File: src/tdc_echo_consts.svh
/*
 widths, subtractor latency, fifo depth and register map of the echo block
 included by the package and by every module sized from these values
*/
`ifndef TDC_ECHO_CONSTS_SVH
`define TDC_ECHO_CONSTS_SVH

// tdc datapath
`define TDC_TS_W        32
`define TDC_ANGLE_W     16
// pipeline depth of the width subtractor
`define TDC_SUB_LAT     3
// result fifo, count is wide enough for 0..depth
`define TDC_FIFO_DEPTH  8
`define TDC_CNT_W       5
// axi-lite bus
`define TDC_AXIL_AW     8
`define TDC_AXIL_DW     32
// register offsets
`define TDC_REG_CTRL    8'h00
`define TDC_REG_STATUS  8'h04
`define TDC_REG_DROP    8'h08
`define TDC_REG_RISE    8'h0C
`define TDC_REG_WIDTH   8'h10
`define TDC_REG_ANGLES  8'h14
`define TDC_REG_POP     8'h18

`endif

File: src/tdc_echo_pkg.sv
/*
 record and control types shared by the echo pre-processing blocks
 modules import it in their body and use scoped names on their ports
*/
`include "tdc_echo_consts.svh"

package tdc_echo_pkg;

	// ------------------------------
	// one hit from the tdc front end
	typedef struct packed {
		logic [`TDC_TS_W-1:0]    rise;
		logic [`TDC_TS_W-1:0]    fall;
		logic [`TDC_ANGLE_W-1:0] angle1;
		logic [`TDC_ANGLE_W-1:0] angle2;
	} hit_s;

	// one echo record as stored in the result fifo
	typedef struct packed {
		logic [`TDC_TS_W-1:0]    rise;
		logic [`TDC_TS_W-1:0]    width;
		logic [`TDC_ANGLE_W-1:0] angle1;
		logic [`TDC_ANGLE_W-1:0] angle2;
	} echo_s;

	// ------------------------------
	// register block toward datapath
	typedef struct packed {
		logic enable;
		logic pop;
		logic ovf_clr;
	} echo_ctrl_s;

	// datapath toward register block
	typedef struct packed {
		logic [`TDC_CNT_W-1:0] count;
		logic                  ovf;
		logic                  drop;
	} echo_stat_s;

endpackage

File: src/echo_ctrl_fsm.sv
/*
 control fsm of the echo block, takes one hit at a time through
 capture, width calculation and the write of one record into the fifo
*/
`timescale 1ns/1ps
`include "tdc_echo_consts.svh"

module echo_ctrl_fsm (
	input  logic                     i_clk,
	input  logic                     i_rst_n,
	input  logic                     i_hit_valid,
	input  tdc_echo_pkg::hit_s       i_hit,
	input  tdc_echo_pkg::echo_ctrl_s i_ctrl,
	input  logic                     i_timer_done,
	input  logic [`TDC_TS_W-1:0]     i_width,
	input  logic                     i_width_valid,
	output logic                     o_timer_start,
	output logic                     o_sub_valid,
	output logic [`TDC_TS_W-1:0]     o_sub_rise,
	output logic [`TDC_TS_W-1:0]     o_sub_fall,
	output logic                     o_wr_en,
	output tdc_echo_pkg::echo_s      o_wr_data,
	output logic                     o_drop
);
	import tdc_echo_pkg::*;

	// one-hot state bit positions
	localparam int S_READY = 1;
	localparam int S_CAL   = 2;
	localparam int S_END   = 3;
	localparam logic [3:0] ST_IDLE  = 4'b0001;
	localparam logic [3:0] ST_READY = 4'b0010;
	localparam logic [3:0] ST_CAL   = 4'b0100;
	localparam logic [3:0] ST_END   = 4'b1000;

	logic [3:0]           r_state;
	logic                 r_hit_valid;
	hit_s                 r_hit;
	hit_s                 r_cap;
	logic [`TDC_TS_W-1:0] r_width;
	logic                 r_start;
	logic                 w_accept;

	// hit only taken when idle in READY and enabled
	assign w_accept = r_hit_valid & r_state[S_READY] & i_ctrl.enable;

	// ------------------------------
	// hit strobe register
	always_ff @(posedge i_clk or negedge i_rst_n) begin
		if (!i_rst_n)
			r_hit_valid <= 1'b0;
		else
			r_hit_valid <= i_hit_valid;
	end

	// payload follows the strobe
	always_ff @(posedge i_clk) begin
		if (i_hit_valid)
			r_hit <= i_hit;
	end

	// ------------------------------
	// state register
	always_ff @(posedge i_clk or negedge i_rst_n) begin
		if (!i_rst_n) begin
			r_state <= ST_IDLE;
			r_start <= 1'b0;
		end else begin
			r_start <= 1'b0;
			case (r_state)
				ST_IDLE: r_state <= ST_READY;
				ST_READY: begin
					if (w_accept) begin
						r_start <= 1'b1;
						r_state <= ST_CAL;
					end
				end
				// wait out the subtractor latency
				ST_CAL: begin
					if (i_timer_done)
						r_state <= ST_END;
				end
				ST_END: r_state <= ST_READY;
				default: r_state <= ST_IDLE;
			endcase
		end
	end

	// captured hit and result width
	always_ff @(posedge i_clk) begin
		if (w_accept)
			r_cap <= r_hit;
		if (i_width_valid)
			r_width <= i_width;
	end

	// ------------------------------
	// outputs
	assign o_timer_start = r_start;
	assign o_sub_valid   = r_start;
	assign o_sub_rise    = r_cap.rise;
	assign o_sub_fall    = r_cap.fall;
	assign o_wr_en       = r_state[S_END];
	assign o_wr_data     = '{rise: r_cap.rise, width: r_width,
		angle1: r_cap.angle1, angle2: r_cap.angle2};
	// busy or disabled, the hit is lost
	assign o_drop        = r_hit_valid & ~(r_state[S_READY] & i_ctrl.enable);

	a_state_onehot: assert property (@(posedge i_clk) disable iff (!i_rst_n)
		$onehot(r_state));
	a_width_in_cal: assert property (@(posedge i_clk) disable iff (!i_rst_n)
		i_width_valid |-> r_state[S_CAL]);
	a_wr_single: assert property (@(posedge i_clk) disable iff (!i_rst_n)
		o_wr_en |=> !o_wr_en);

endmodule

File: src/settle_timer.sv
/*
 down-counter covering the subtractor latency, done pulses once per start
*/
`timescale 1ns/1ps
`include "tdc_echo_consts.svh"

module settle_timer (
	input  logic i_clk,
	input  logic i_rst_n,
	input  logic i_start,
	output logic o_done
);
	localparam int CNT_W = $clog2(`TDC_SUB_LAT + 1);

	logic [CNT_W-1:0] r_cnt;
	logic             r_done;

	// load on start, count to zero, flag the last step
	always_ff @(posedge i_clk or negedge i_rst_n) begin
		if (!i_rst_n) begin
			r_cnt  <= '0;
			r_done <= 1'b0;
		end else begin
			r_done <= (r_cnt == CNT_W'(1));
			if (i_start)
				r_cnt <= CNT_W'(`TDC_SUB_LAT);
			else if (r_cnt != '0)
				r_cnt <= r_cnt - 1'b1;
		end
	end

	assign o_done = r_done;

	a_no_restart: assert property (@(posedge i_clk) disable iff (!i_rst_n)
		i_start |-> (r_cnt == '0));

endmodule

File: src/pulse_width_calc.sv
/*
 three-stage split-borrow subtractor, width = fall - rise modulo 2^32
 fully pipelined, a new operand pair may enter every cycle
*/
`timescale 1ns/1ps
`include "tdc_echo_consts.svh"

module pulse_width_calc (
	input  logic                 i_clk,
	input  logic                 i_rst_n,
	input  logic                 i_valid,
	input  logic [`TDC_TS_W-1:0] i_rise,
	input  logic [`TDC_TS_W-1:0] i_fall,
	output logic                 o_valid,
	output logic [`TDC_TS_W-1:0] o_width
);
	localparam int W = `TDC_TS_W;
	localparam int H = W / 2;

	logic         r_v1, r_v2, r_v3;
	logic [W-1:0] r_rise1, r_fall1;
	logic [H-1:0] r_lo2, r_rise_hi2, r_fall_hi2;
	logic         r_borrow2;
	logic [W-1:0] r_width3;

	// valid shift chain
	always_ff @(posedge i_clk or negedge i_rst_n) begin
		if (!i_rst_n) begin
			r_v1 <= 1'b0;
			r_v2 <= 1'b0;
			r_v3 <= 1'b0;
		end else begin
			r_v1 <= i_valid;
			r_v2 <= r_v1;
			r_v3 <= r_v2;
		end
	end

	always_ff @(posedge i_clk) begin
		// stage 1 operands
		r_rise1    <= i_rise;
		r_fall1    <= i_fall;
		// stage 2 low half, top bit is the borrow
		{r_borrow2, r_lo2} <= {1'b0, r_fall1[H-1:0]} - {1'b0, r_rise1[H-1:0]};
		r_rise_hi2 <= r_rise1[W-1:H];
		r_fall_hi2 <= r_fall1[W-1:H];
		// stage 3 high half, wraps naturally
		r_width3   <= {r_fall_hi2 - r_rise_hi2 - H'(r_borrow2), r_lo2};
	end

	assign o_valid = r_v3;
	assign o_width = r_width3;

endmodule

File: src/echo_result_fifo.sv
/*
 circular buffer of echo records with fill count and sticky overflow
 head record is always visible, pop removes it
*/
`timescale 1ns/1ps
`include "tdc_echo_consts.svh"

module echo_result_fifo (
	input  logic                  i_clk,
	input  logic                  i_rst_n,
	input  logic                  i_wr_en,
	input  tdc_echo_pkg::echo_s   i_wr_data,
	input  logic                  i_pop,
	input  logic                  i_ovf_clr,
	output tdc_echo_pkg::echo_s   o_head,
	output logic [`TDC_CNT_W-1:0] o_count,
	output logic                  o_ovf
);
	import tdc_echo_pkg::*;

	localparam int DEPTH = `TDC_FIFO_DEPTH;
	localparam int PTR_W = $clog2(DEPTH);
	localparam int CNT_W = `TDC_CNT_W;

	echo_s            r_mem [DEPTH];
	logic [PTR_W-1:0] r_wr_ptr, r_rd_ptr;
	logic [CNT_W-1:0] r_count;
	logic             r_ovf;
	logic             w_full, w_push, w_pop;

	// wrap for any depth, not only powers of two
	function automatic logic [PTR_W-1:0] ptr_next(input logic [PTR_W-1:0] p);
		if (p == PTR_W'(DEPTH - 1))
			return '0;
		return p + 1'b1;
	endfunction

	assign w_full = (r_count == CNT_W'(DEPTH));
	assign w_push = i_wr_en & ~w_full;
	// pop on empty is ignored
	assign w_pop  = i_pop & (r_count != '0);

	// ------------------------------
	// storage
	always_ff @(posedge i_clk) begin
		if (w_push)
			r_mem[r_wr_ptr] <= i_wr_data;
	end

	// pointers, count and overflow
	always_ff @(posedge i_clk or negedge i_rst_n) begin
		if (!i_rst_n) begin
			r_wr_ptr <= '0;
			r_rd_ptr <= '0;
			r_count  <= '0;
			r_ovf    <= 1'b0;
		end else begin
			if (w_push)
				r_wr_ptr <= ptr_next(r_wr_ptr);
			if (w_pop)
				r_rd_ptr <= ptr_next(r_rd_ptr);
			case ({w_push, w_pop})
				2'b10: r_count <= r_count + 1'b1;
				2'b01: r_count <= r_count - 1'b1;
				default: r_count <= r_count;
			endcase
			// a write into a full fifo wins over the clear
			if (i_wr_en && w_full)
				r_ovf <= 1'b1;
			else if (i_ovf_clr)
				r_ovf <= 1'b0;
		end
	end

	assign o_head  = r_mem[r_rd_ptr];
	assign o_count = r_count;
	assign o_ovf   = r_ovf;

	a_count_max: assert property (@(posedge i_clk) disable iff (!i_rst_n)
		r_count <= CNT_W'(DEPTH));

endmodule

File: src/echo_axil_regs.sv
/*
 axi4-lite register slave: enable, status, drop counter and fifo readout
 one write and one read handshake at a time, responses held until taken
*/
`timescale 1ns/1ps
`include "tdc_echo_consts.svh"

module echo_axil_regs (
	input  logic                     i_clk,
	input  logic                     i_rst_n,
	input  logic [`TDC_AXIL_AW-1:0]  i_s_axil_awaddr,
	input  logic                     i_s_axil_awvalid,
	output logic                     o_s_axil_awready,
	input  logic [`TDC_AXIL_DW-1:0]  i_s_axil_wdata,
	input  logic                     i_s_axil_wvalid,
	output logic                     o_s_axil_wready,
	output logic                     o_s_axil_bvalid,
	input  logic                     i_s_axil_bready,
	input  logic [`TDC_AXIL_AW-1:0]  i_s_axil_araddr,
	input  logic                     i_s_axil_arvalid,
	output logic                     o_s_axil_arready,
	output logic [`TDC_AXIL_DW-1:0]  o_s_axil_rdata,
	output logic                     o_s_axil_rvalid,
	input  logic                     i_s_axil_rready,
	input  tdc_echo_pkg::echo_stat_s i_stat,
	input  tdc_echo_pkg::echo_s      i_head,
	output tdc_echo_pkg::echo_ctrl_s o_ctrl
);
	import tdc_echo_pkg::*;

	localparam int DW    = `TDC_AXIL_DW;
	localparam int CNT_W = `TDC_CNT_W;

	logic          r_wr_rdy, r_bvalid;
	logic          r_rd_rdy, r_rvalid;
	logic [DW-1:0] r_rdata;
	logic          r_enable, r_pop, r_ovf_clr;
	logic [DW-1:0] r_drop_cnt;
	logic          w_wr_fire, w_rd_fire, w_drop_clr;
	logic [DW-1:0] w_rd_mux;

	assign w_wr_fire  = r_wr_rdy & i_s_axil_awvalid & i_s_axil_wvalid;
	assign w_rd_fire  = r_rd_rdy & i_s_axil_arvalid;
	// reading DROP clears it
	assign w_drop_clr = w_rd_fire & (i_s_axil_araddr == `TDC_REG_DROP);

	// ------------------------------
	// write channel, aw and w taken together
	always_ff @(posedge i_clk or negedge i_rst_n) begin
		if (!i_rst_n) begin
			r_wr_rdy <= 1'b0;
			r_bvalid <= 1'b0;
		end else begin
			r_wr_rdy <= i_s_axil_awvalid & i_s_axil_wvalid & ~r_wr_rdy & ~r_bvalid;
			if (w_wr_fire)
				r_bvalid <= 1'b1;
			else if (i_s_axil_bready)
				r_bvalid <= 1'b0;
		end
	end

	// control bits and one-cycle pulses
	always_ff @(posedge i_clk or negedge i_rst_n) begin
		if (!i_rst_n) begin
			r_enable  <= 1'b0;
			r_pop     <= 1'b0;
			r_ovf_clr <= 1'b0;
		end else begin
			r_pop     <= w_wr_fire & (i_s_axil_awaddr == `TDC_REG_POP);
			r_ovf_clr <= w_wr_fire & (i_s_axil_awaddr == `TDC_REG_STATUS) & i_s_axil_wdata[8];
			if (w_wr_fire && i_s_axil_awaddr == `TDC_REG_CTRL)
				r_enable <= i_s_axil_wdata[0];
		end
	end

	// ------------------------------
	// saturating drop counter
	always_ff @(posedge i_clk or negedge i_rst_n) begin
		if (!i_rst_n)
			r_drop_cnt <= '0;
		else if (w_drop_clr)
			// a drop in the read cycle is not lost
			r_drop_cnt <= DW'(i_stat.drop);
		else if (i_stat.drop && r_drop_cnt != '1)
			r_drop_cnt <= r_drop_cnt + 1'b1;
	end

	// ------------------------------
	// read decode, unmapped reads as zero
	always_comb begin
		w_rd_mux = '0;
		case (i_s_axil_araddr)
			`TDC_REG_CTRL:   w_rd_mux = DW'(r_enable);
			`TDC_REG_STATUS: begin
				w_rd_mux[CNT_W-1:0] = i_stat.count;
				w_rd_mux[8]         = i_stat.ovf;
			end
			`TDC_REG_DROP:   w_rd_mux = r_drop_cnt;
			`TDC_REG_RISE:   w_rd_mux = i_head.rise;
			`TDC_REG_WIDTH:  w_rd_mux = i_head.width;
			// angle1 in the upper half
			`TDC_REG_ANGLES: w_rd_mux = {i_head.angle1, i_head.angle2};
			default:         w_rd_mux = '0;
		endcase
	end

	// read channel
	always_ff @(posedge i_clk or negedge i_rst_n) begin
		if (!i_rst_n) begin
			r_rd_rdy <= 1'b0;
			r_rvalid <= 1'b0;
		end else begin
			r_rd_rdy <= i_s_axil_arvalid & ~r_rd_rdy & ~r_rvalid;
			if (w_rd_fire)
				r_rvalid <= 1'b1;
			else if (i_s_axil_rready)
				r_rvalid <= 1'b0;
		end
	end

	always_ff @(posedge i_clk) begin
		if (w_rd_fire)
			r_rdata <= w_rd_mux;
	end

	// ------------------------------
	// outputs
	assign o_s_axil_awready = r_wr_rdy;
	assign o_s_axil_wready  = r_wr_rdy;
	assign o_s_axil_bvalid  = r_bvalid;
	assign o_s_axil_arready = r_rd_rdy;
	assign o_s_axil_rvalid  = r_rvalid;
	assign o_s_axil_rdata   = r_rdata;
	assign o_ctrl           = '{enable: r_enable, pop: r_pop, ovf_clr: r_ovf_clr};

endmodule

File: src/tdc_echo_top.sv
/*
 top of the echo pre-processing block, hits in and records out over axi-lite
*/
`timescale 1ns/1ps
`include "tdc_echo_consts.svh"

module tdc_echo_top (
	input  logic                    i_clk,
	input  logic                    i_rst_n,
	input  logic                    i_hit_valid,
	input  tdc_echo_pkg::hit_s      i_hit,
	input  logic [`TDC_AXIL_AW-1:0] i_s_axil_awaddr,
	input  logic                    i_s_axil_awvalid,
	output logic                    o_s_axil_awready,
	input  logic [`TDC_AXIL_DW-1:0] i_s_axil_wdata,
	input  logic                    i_s_axil_wvalid,
	output logic                    o_s_axil_wready,
	output logic                    o_s_axil_bvalid,
	input  logic                    i_s_axil_bready,
	input  logic [`TDC_AXIL_AW-1:0] i_s_axil_araddr,
	input  logic                    i_s_axil_arvalid,
	output logic                    o_s_axil_arready,
	output logic [`TDC_AXIL_DW-1:0] o_s_axil_rdata,
	output logic                    o_s_axil_rvalid,
	input  logic                    i_s_axil_rready,
	output logic                    o_irq
);
	import tdc_echo_pkg::*;

	echo_ctrl_s            w_ctrl;
	echo_stat_s            w_stat;
	echo_s                 w_wr_data, w_head;
	logic                  w_wr_en, w_drop, w_ovf;
	logic                  w_timer_start, w_timer_done;
	logic                  w_sub_valid, w_width_valid;
	logic [`TDC_TS_W-1:0]  w_sub_rise, w_sub_fall, w_width;
	logic [`TDC_CNT_W-1:0] w_count;

	// status bundle toward the registers
	assign w_stat = '{count: w_count, ovf: w_ovf, drop: w_drop};
	// interrupt while records wait
	assign o_irq  = (w_count != '0);

	// ------------------------------
	echo_ctrl_fsm u_fsm (
		.i_clk(i_clk), .i_rst_n(i_rst_n),
		.i_hit_valid(i_hit_valid), .i_hit(i_hit), .i_ctrl(w_ctrl),
		.i_timer_done(w_timer_done), .i_width(w_width), .i_width_valid(w_width_valid),
		.o_timer_start(w_timer_start), .o_sub_valid(w_sub_valid),
		.o_sub_rise(w_sub_rise), .o_sub_fall(w_sub_fall),
		.o_wr_en(w_wr_en), .o_wr_data(w_wr_data), .o_drop(w_drop)
	);

	settle_timer u_timer (
		.i_clk(i_clk), .i_rst_n(i_rst_n), .i_start(w_timer_start), .o_done(w_timer_done)
	);

	pulse_width_calc u_sub (
		.i_clk(i_clk), .i_rst_n(i_rst_n),
		.i_valid(w_sub_valid), .i_rise(w_sub_rise), .i_fall(w_sub_fall),
		.o_valid(w_width_valid), .o_width(w_width)
	);

	echo_result_fifo u_fifo (
		.i_clk(i_clk), .i_rst_n(i_rst_n),
		.i_wr_en(w_wr_en), .i_wr_data(w_wr_data),
		.i_pop(w_ctrl.pop), .i_ovf_clr(w_ctrl.ovf_clr),
		.o_head(w_head), .o_count(w_count), .o_ovf(w_ovf)
	);

	echo_axil_regs u_regs (
		.i_clk(i_clk), .i_rst_n(i_rst_n),
		.i_s_axil_awaddr(i_s_axil_awaddr), .i_s_axil_awvalid(i_s_axil_awvalid),
		.o_s_axil_awready(o_s_axil_awready),
		.i_s_axil_wdata(i_s_axil_wdata), .i_s_axil_wvalid(i_s_axil_wvalid),
		.o_s_axil_wready(o_s_axil_wready),
		.o_s_axil_bvalid(o_s_axil_bvalid), .i_s_axil_bready(i_s_axil_bready),
		.i_s_axil_araddr(i_s_axil_araddr), .i_s_axil_arvalid(i_s_axil_arvalid),
		.o_s_axil_arready(o_s_axil_arready),
		.o_s_axil_rdata(o_s_axil_rdata), .o_s_axil_rvalid(o_s_axil_rvalid),
		.i_s_axil_rready(i_s_axil_rready),
		.i_stat(w_stat), .i_head(w_head), .o_ctrl(w_ctrl)
	);

endmodule

File: config.mk
export PLATFORM = sky130hd
export DESIGN_NAME = tdc_echo_top
export DESIGN_NICKNAME = d
export VERILOG_FILES = /design/src/tdc_echo_pkg.sv /design/src/echo_ctrl_fsm.sv /design/src/settle_timer.sv /design/src/pulse_width_calc.sv /design/src/echo_result_fifo.sv /design/src/echo_axil_regs.sv /design/src/tdc_echo_top.sv
export VERILOG_INCLUDE_DIRS = /design/src
export SDC_FILE = /design/constraint.sdc
export NUM_CORES = 1
export LEC_CHECK = 0
export BUFFER_PORTS_ARGS = -buffer_cell sky130_fd_sc_hd__buf_2
export CORE_MARGIN = 8
export CORE_UTILIZATION = 60
export CTS_CLUSTER_DIAMETER = 50
export CTS_CLUSTER_SIZE = 40
export DETAILED_ROUTE_END_ITERATION = 12
export PLACE_DENSITY = 0.85
export REMOVE_ABC_BUFFERS = 1
export SLEW_MARGIN = 10
export SYNTH_ARGS = -nofsm -noshare
export SYNTH_HDL_FRONTEND = slang
export SYNTH_SLANG_ARGS = --single-unit
File: constraint.sdc
create_clock -name i_clk -period 31.1 [get_ports i_clk]
set_clock_uncertainty 0.2 [all_clocks]
set_input_delay 6.22 -clock i_clk [delete_from_list [all_inputs] [get_ports i_clk]]
set_output_delay 6.22 -clock i_clk [all_outputs]
set_load 0.005 [all_outputs]
## Word level (Yosys, flattened, before mapping)

Memory sizes are Yosys's and may differ from the RTL's.
Index checks and enable logic that the tools add are counted.

| storage, ports and cells | value |
|---|---|
| input port bits | 152 |
| memories kept | 1 |
| bits in writable memories | 768 |
| register bits after elaboration | 464 |

Memory list:

| memory | depth | bits a word | read ports | clocked after Yosys merged registers in | wr ports | line | source |
|---|---|---|---|---|---|---|---|
| u_fifo.r_mem | 8 | 96 | 1 | 0 | 1 | echo_result_fifo.sv:25 | `echo_s r_mem [DEPTH];` |

| operators by class | value |
|---|---|
| mux-type cells | 30 |
| add/sub/neg operators | 9 |
| equality and inequality tests | 20 |
| bitwise operators | 24 |
| reductions and logical operators | 15 |

Operator list:

| kind | count |
|---|---|
| one-hot mux 23 bit (4 select lines) | 1 |
| two-way mux 32 bit | 2 |
| adder 32 x 1 -> 32 bit (second input constant) | 1 |
| inequality test 32 bit (second input constant) | 1 |
| one-hot mux 5 bit (6 select lines) | 1 |
| == test 8 x 5 -> 1 bit (second input constant) | 3 |
| AND 1 bit | 18 |
| subtractor 16 x 16 -> 17 bit | 1 |
| == test 8 x 3 -> 1 bit (second input constant) | 2 |
| == test 8 x 4 -> 1 bit (second input constant) | 2 |
| zero test 8 bit | 2 |
| subtractor 16 x 1 -> 16 bit | 1 |
| subtractor 16 bit | 1 |
| two-way mux 1 bit | 14 |
| nonzero test 2 bit | 7 |
| two-way mux 3 bit | 4 |
| one-hot mux 3 bit (4 select lines) | 1 |
| one-hot mux 4 bit (3 select lines) | 1 |
| one-hot mux 5 bit (2 select lines) | 1 |
| two-way mux 4 bit | 2 |
| adder 3 x 1 -> 3 bit (second input constant) | 2 |
| == test 3 bit (second input constant) | 2 |
| NOT 1 bit | 6 |
| adder 5 x 1 -> 5 bit (second input constant) | 1 |
| 16 further kinds | 21 |

## Depth between registers and ports, before layout

| depth | value |
|---|---|
| word-level depth | 6 |
| depth in mapped cells | 13 |
| mapped depth without buffers | 13 |

## Modules after synthesis

From an unflattened synthesis, not the netlist that was laid out.

| unflattened totals | value |
|---|---|
| cell total of the unflattened synthesis | 2357 |
| area total of the unflattened synthesis | 46134.2 µm² |

Modules (own cells, without submodules):

| module | instances | sequential area each (µm²) | area an instance (µm²) | cells an instance |
|---|---|---|---|---|
| echo_result_fifo | 1 | 23362.4 | 29602.1 | 1190 |
| echo_ctrl_fsm | 1 | 6877.8 | 7353.3 | 285 |
| pulse_width_calc | 1 | 2977.9 | 5191.2 | 478 |
| echo_axil_regs | 1 | 1936.9 | 3839.9 | 390 |
| settle_timer | 1 | 75.1 | 135.1 | 11 |
| tdc_echo_top | 1 | 0.0 | 12.5 | 3 |

## Worst setup path before layout

No wires, ideal clock.

| path | value |
|---|---|
| path type | flip-flop to flip-flop |
| start | register u_fsm.r_state[3] |
| end | memory u_fifo.r_mem[0][0] in the netlist's numbering, enable pin |
| arrival time | 9.897 ns |
| path slack | 20.215 ns |
| stages on the path, launching flop included | 4 |
| buffers on the path | 1 |
| cell sequence | dfrtp_1 > clkbuf_1 > nand2_1 > nor4_1 |

| on the way | value |
|---|---|
| cells in the longest elaborated chain, start to end | 3 |

RTL lines:

| element | line | source |
|---|---|---|
| from (decl) | echo_ctrl_fsm.sv:36 | `logic [3:0] r_state;` |
| from (signal assigned) | echo_ctrl_fsm.sv:66 | `r_state <= ST_IDLE;` |
| from (signal assigned) | echo_ctrl_fsm.sv:71 | `ST_IDLE: r_state <= ST_READY;` |
| from (signal assigned) | echo_ctrl_fsm.sv:75 | `r_state <= ST_CAL;` |
| AND 1 bit | echo_result_fifo.sv:39 | `assign w_push = i_wr_en & ~w_full;` |
| two-way mux 1 bit | echo_result_fifo.sv:46 | `if (w_push)` |
| two-way mux 1 bit (not written as such) | echo_result_fifo.sv:47 | `r_mem[r_wr_ptr] <= i_wr_data;` |
| to (decl) | echo_result_fifo.sv:25 |  |

No other way between the ends.

## Worst setup path after layout

| path | value |
|---|---|
| start | register u_fifo.r_count[1] (netlist: u_fifo.o_count[1]) |
| end | output port o_irq |

| on the way | value |
|---|---|
| cells in the longest elaborated chain, start to end | 1 |

RTL lines:

| element | line | source |
|---|---|---|
| from (decl) | echo_result_fifo.sv:27 | `logic [CNT_W-1:0] r_count;` |
| from (signal assigned) | echo_result_fifo.sv:63 | `2'b10: r_count <= r_count + 1'b1;` |
| from (signal assigned) | echo_result_fifo.sv:64 | `2'b01: r_count <= r_count - 1'b1;` |
| from (signal assigned) | echo_result_fifo.sv:65 | `default: r_count <= r_count;` |
| nonzero test 5 bit | tdc_echo_top.sv:42 | `assign o_irq = (w_count != '0);` |
| to (decl) | tdc_echo_top.sv:26 | `output logic o_irq` |

No other way between the ends.

==> metrics.txt <==
Placed Instances 3324; unrepaired setup endpoints after global routing no; Metal-1 WL 35840 microns; Synth Instances 2243; vias after detailed routing 22370; area of the core region 74450 sq um; Final Hold Vio Count 0; DRT Wirelength 96890 microns; number of enable-type register cells in the synthesized netlist 1024; Lkg Pwr 17.09 nW; number of top-level pins 190; Synthesis Warnings 0; floorplan die width 290.1 microns; half-perimeter wire length of the detailed placement result 51780 microns; dominant combinational cell family by area after synthesis multiplexers; registers with the most flip-flops u_fifo.r_mem x768, u_fsm.r_hit x96; required time at the worst-slack endpoint 24.68 ns; headroom to the max-slew limit 22.19%; effective utilization at floorplan 60.56%; flip-flop count of the largest register, all copies and words added 768; Setup violations, final 0; routed length on met3 9028 microns; number of antenna violations at the first check in global routing 1; remaining global-route overflow 0; arrival time of the worst setup path 2.16 ns; final clock period utilization by the worst path 27.59%; slew of the pin with the lowest slew margin 1.167 ns; Max Root-Sink Buffers 3; crit start category flip-flop; post-synthesis mux area share 11.87%; number of levels the H-tree was split into 3; leading area contributor after synthesis sky130_fd_sc_hd__edfxtp_1; flops & latches, synth 1232; share of flip-flops with an asynchronous set or reset 5.114%; number of buffers added by the clock tree synthesis step 98; chip height 290.1 microns; signed area change from the synthesized netlist to the final layout 12.25%; highest signal layer in the routed design met4; highest fanout seen on the critical path 5; floorplan die area 84170 sq um; time the worst path needs with I/O delays and setup 8.582 ns; IO buf count 159; total DRC errors in the routed layout 0; share of the yosys chip area belonging to registers 78.14%; post-synthesis share of cell area spent on and, or, nand and nor gates 2.945%; Final ANT Viol Nets 0; fillers 4274; most common library cells after synthesis sky130_fd_sc_hd__edfxtp_1 (1024), sky130_fd_sc_hd__mux4_2 (192), sky130_fd_sc_hd__dfxtp_1 (145); top cell type's share of synthesized area 68.21%; power consumption 3.235 mW; synthesized-area fraction occupied by ao, oa, aoi and oai cells 2.670%; Resize count post-CTS 0; Post-Layout Cell Count 3510; register with the highest flop count u_fifo.r_mem; WS Path Type reg -> out; power per unit of standard cell area 63.93 nW/um^2; xor and xnor fraction of the mapped netlist area 1.127%; most instantiated flip-flop cell in the synthesis netlist sky130_fd_sc_hd__edfxtp_1; per-instance average area after synthesis 20.10 sq um; Detailed Routing Iterations Pass 1 7; adder-cell share of the synthesized area 1.704%; average wire per standard cell 27.60 microns; clock sink count 1232; layout net count 2666; Setup TNS 0 ns; most area-consuming cells after synthesis sky130_fd_sc_hd__edfxtp_1 (68%), sky130_fd_sc_hd__mux4_2 (9.6%), sky130_fd_sc_hd__dfxtp_1 (6.4%); Max Clk Rate 0.1165 GHz; Clock Pin Slew Worst Setup and Hold Paths 0.09 ns; Max VDD drop 44.47 uV; clock tree from TritonCTS done; number of rows created at floorplan 100; FF-to-FF path depth 6; post-detailed-route via-to-cell ratio 6.372; CTS hold repair buffers 0; largest net degree at the start of global routing 71; Yosys cell types 72; global routing usage summed across all routing layers 22.66%; fraction of final layout cells with drive strength greater than 1 23.93%; vias in the first global route 23550; most frequently used cell type in the post-synthesis netlist sky130_fd_sc_hd__edfxtp_1; worst hold slack across all endpoints 0.1214 ns; run status finished, final reports clean; number of instances on the worst hold path 0; number of post-CTS setup repair buffers 0; routed length on met2 48800 microns; buffer type at the clock tree root sky130_fd_sc_hd__clkbuf_16; Slew Viols, Final 0; placer's final routability congestion estimate 0.8338; clock latency on the worst-skew pair 0.69 ns; wire length of the first global-routing pass 144800 microns; Hold Path Class reg -> reg; DRT iter0 DRCs 2682; maximum capacitance violations 0; cell area after synthesis 45080 sq um; antenna diode count 0; CP Capture Type output pin
## critical path, cell delays in order, from the launching register on
cell,delay [ns]
sky130_fd_sc_hd__dfrtp_1,0.45
sky130_fd_sc_hd__nor4_1,0.57
sky130_fd_sc_hd__nand2b_1,0.26
sky130_fd_sc_hd__buf_2,0.20
## kinds of logic after synthesis
kind of cell	count (synthesis)
flip-flops	1232
multiplexers	294
AND/OR/NAND/NOR	259
AO/OA/AOI/OAI	172
buffers and inverters	169
adder cells (fa/ha/maj)	59
XOR/XNOR	58
## power breakdown
part           leakage, nW  total [mW]  internal [mW]  switching (mW)
combinational         4.12      0.0762         0.0319          0.0443
clock                 1.71        1.33          0.669           0.660
sequential            11.3        1.83           1.80          0.0341
total                 17.1        3.24           2.50           0.738
## cell usage in the layout (no fill, tap or decap), drive strengths merged, types with 8 or more instances in the layout
| master | count |
|---|---|
| nor4 | 8 |
| nand3 | 19 |
| a211o | 20 |
| inv | 131 |
| nand2 | 58 |
| mux2i | 98 |
| nor3 | 25 |
| mux4 | 192 |
| nand4 | 16 |
| o21ai | 27 |
| xor2 | 27 |
| clkinv | 24 |
| xnor2 | 31 |
| nor2 | 80 |
| and3 | 13 |
| o221ai | 9 |
| dfrtp | 62 |
| clkbuf | 107 |
| a21o | 12 |
| buf | 195 |
| dfxtp | 145 |
| a21oi | 39 |
| o22ai | 20 |
| edfxtp | 1024 |
| nand2b | 13 |
| ha | 55 |
## path summary, 6_finish.rpt
| kind | startpoint | endpoint | slack [ns] |
|---|---|---|---|
| hold / removal | u_sub.r_fall1[21]$_DFF_P_ | u_sub.r_fall_hi2[5]$_DFF_P_ | 0.12 |
| setup reg to reg | u_fifo.r_rd_ptr[0]$_DFFE_PN0P_ | u_regs.o_s_axil_rdata[22]$_DFFE_PP_ | 26.93 |
| min in group asynchronous | i_rst_n | u_regs.r_ovf_clr$_DFF_PN0_ | 5.54 |
| setup / recovery | u_fifo.o_count[1]$_DFFE_PN0P_ | o_irq | 22.52 |
| hold reg to reg | u_sub.r_fall1[21]$_DFF_P_ | u_sub.r_fall_hi2[5]$_DFF_P_ | 0.12 |
| max in group asynchronous | i_rst_n | u_fifo.r_rd_ptr[0]$_DFFE_PN0P_ | 24.53 |
## per-stage QoR
stage	cell area (sq um)	setup slack, ns	util, %
2_1_floorplan	44710	20.27	-
3_3_place_gp	47060	22.18	63.21
3_5_place_dp	47060	22.02	63.21
4_1_cts	50610	22.55	67.98
5_1_grt	50610	22.43	67.98
6_report	50610	22.52	67.98
## metal layers
layer	GRT usage, %	vias up
li1	-	9319
met1	29.17	11430
met4	8.253	0
met2	38.62	1386
met3	4.299	235
met5	0	-
## cell type report
cell class / count / area, sq um / area share [%]
Clock inverter: 79 / 1010 / 1.995
Timing Repair Buffer: 195 / 1069 / 2.111
Sequential cell: 1232 / 35240 / 69.64
Clock buffer: 107 / 2537 / 5.014
Inverter: 86 / 325.3 / 0.6428
Tap cell: 969 / 1212 / 2.396
Multi-Input combinational cell: 842 / 9213 / 18.20
No activity file was read; power rests on OpenSTA's default activity.
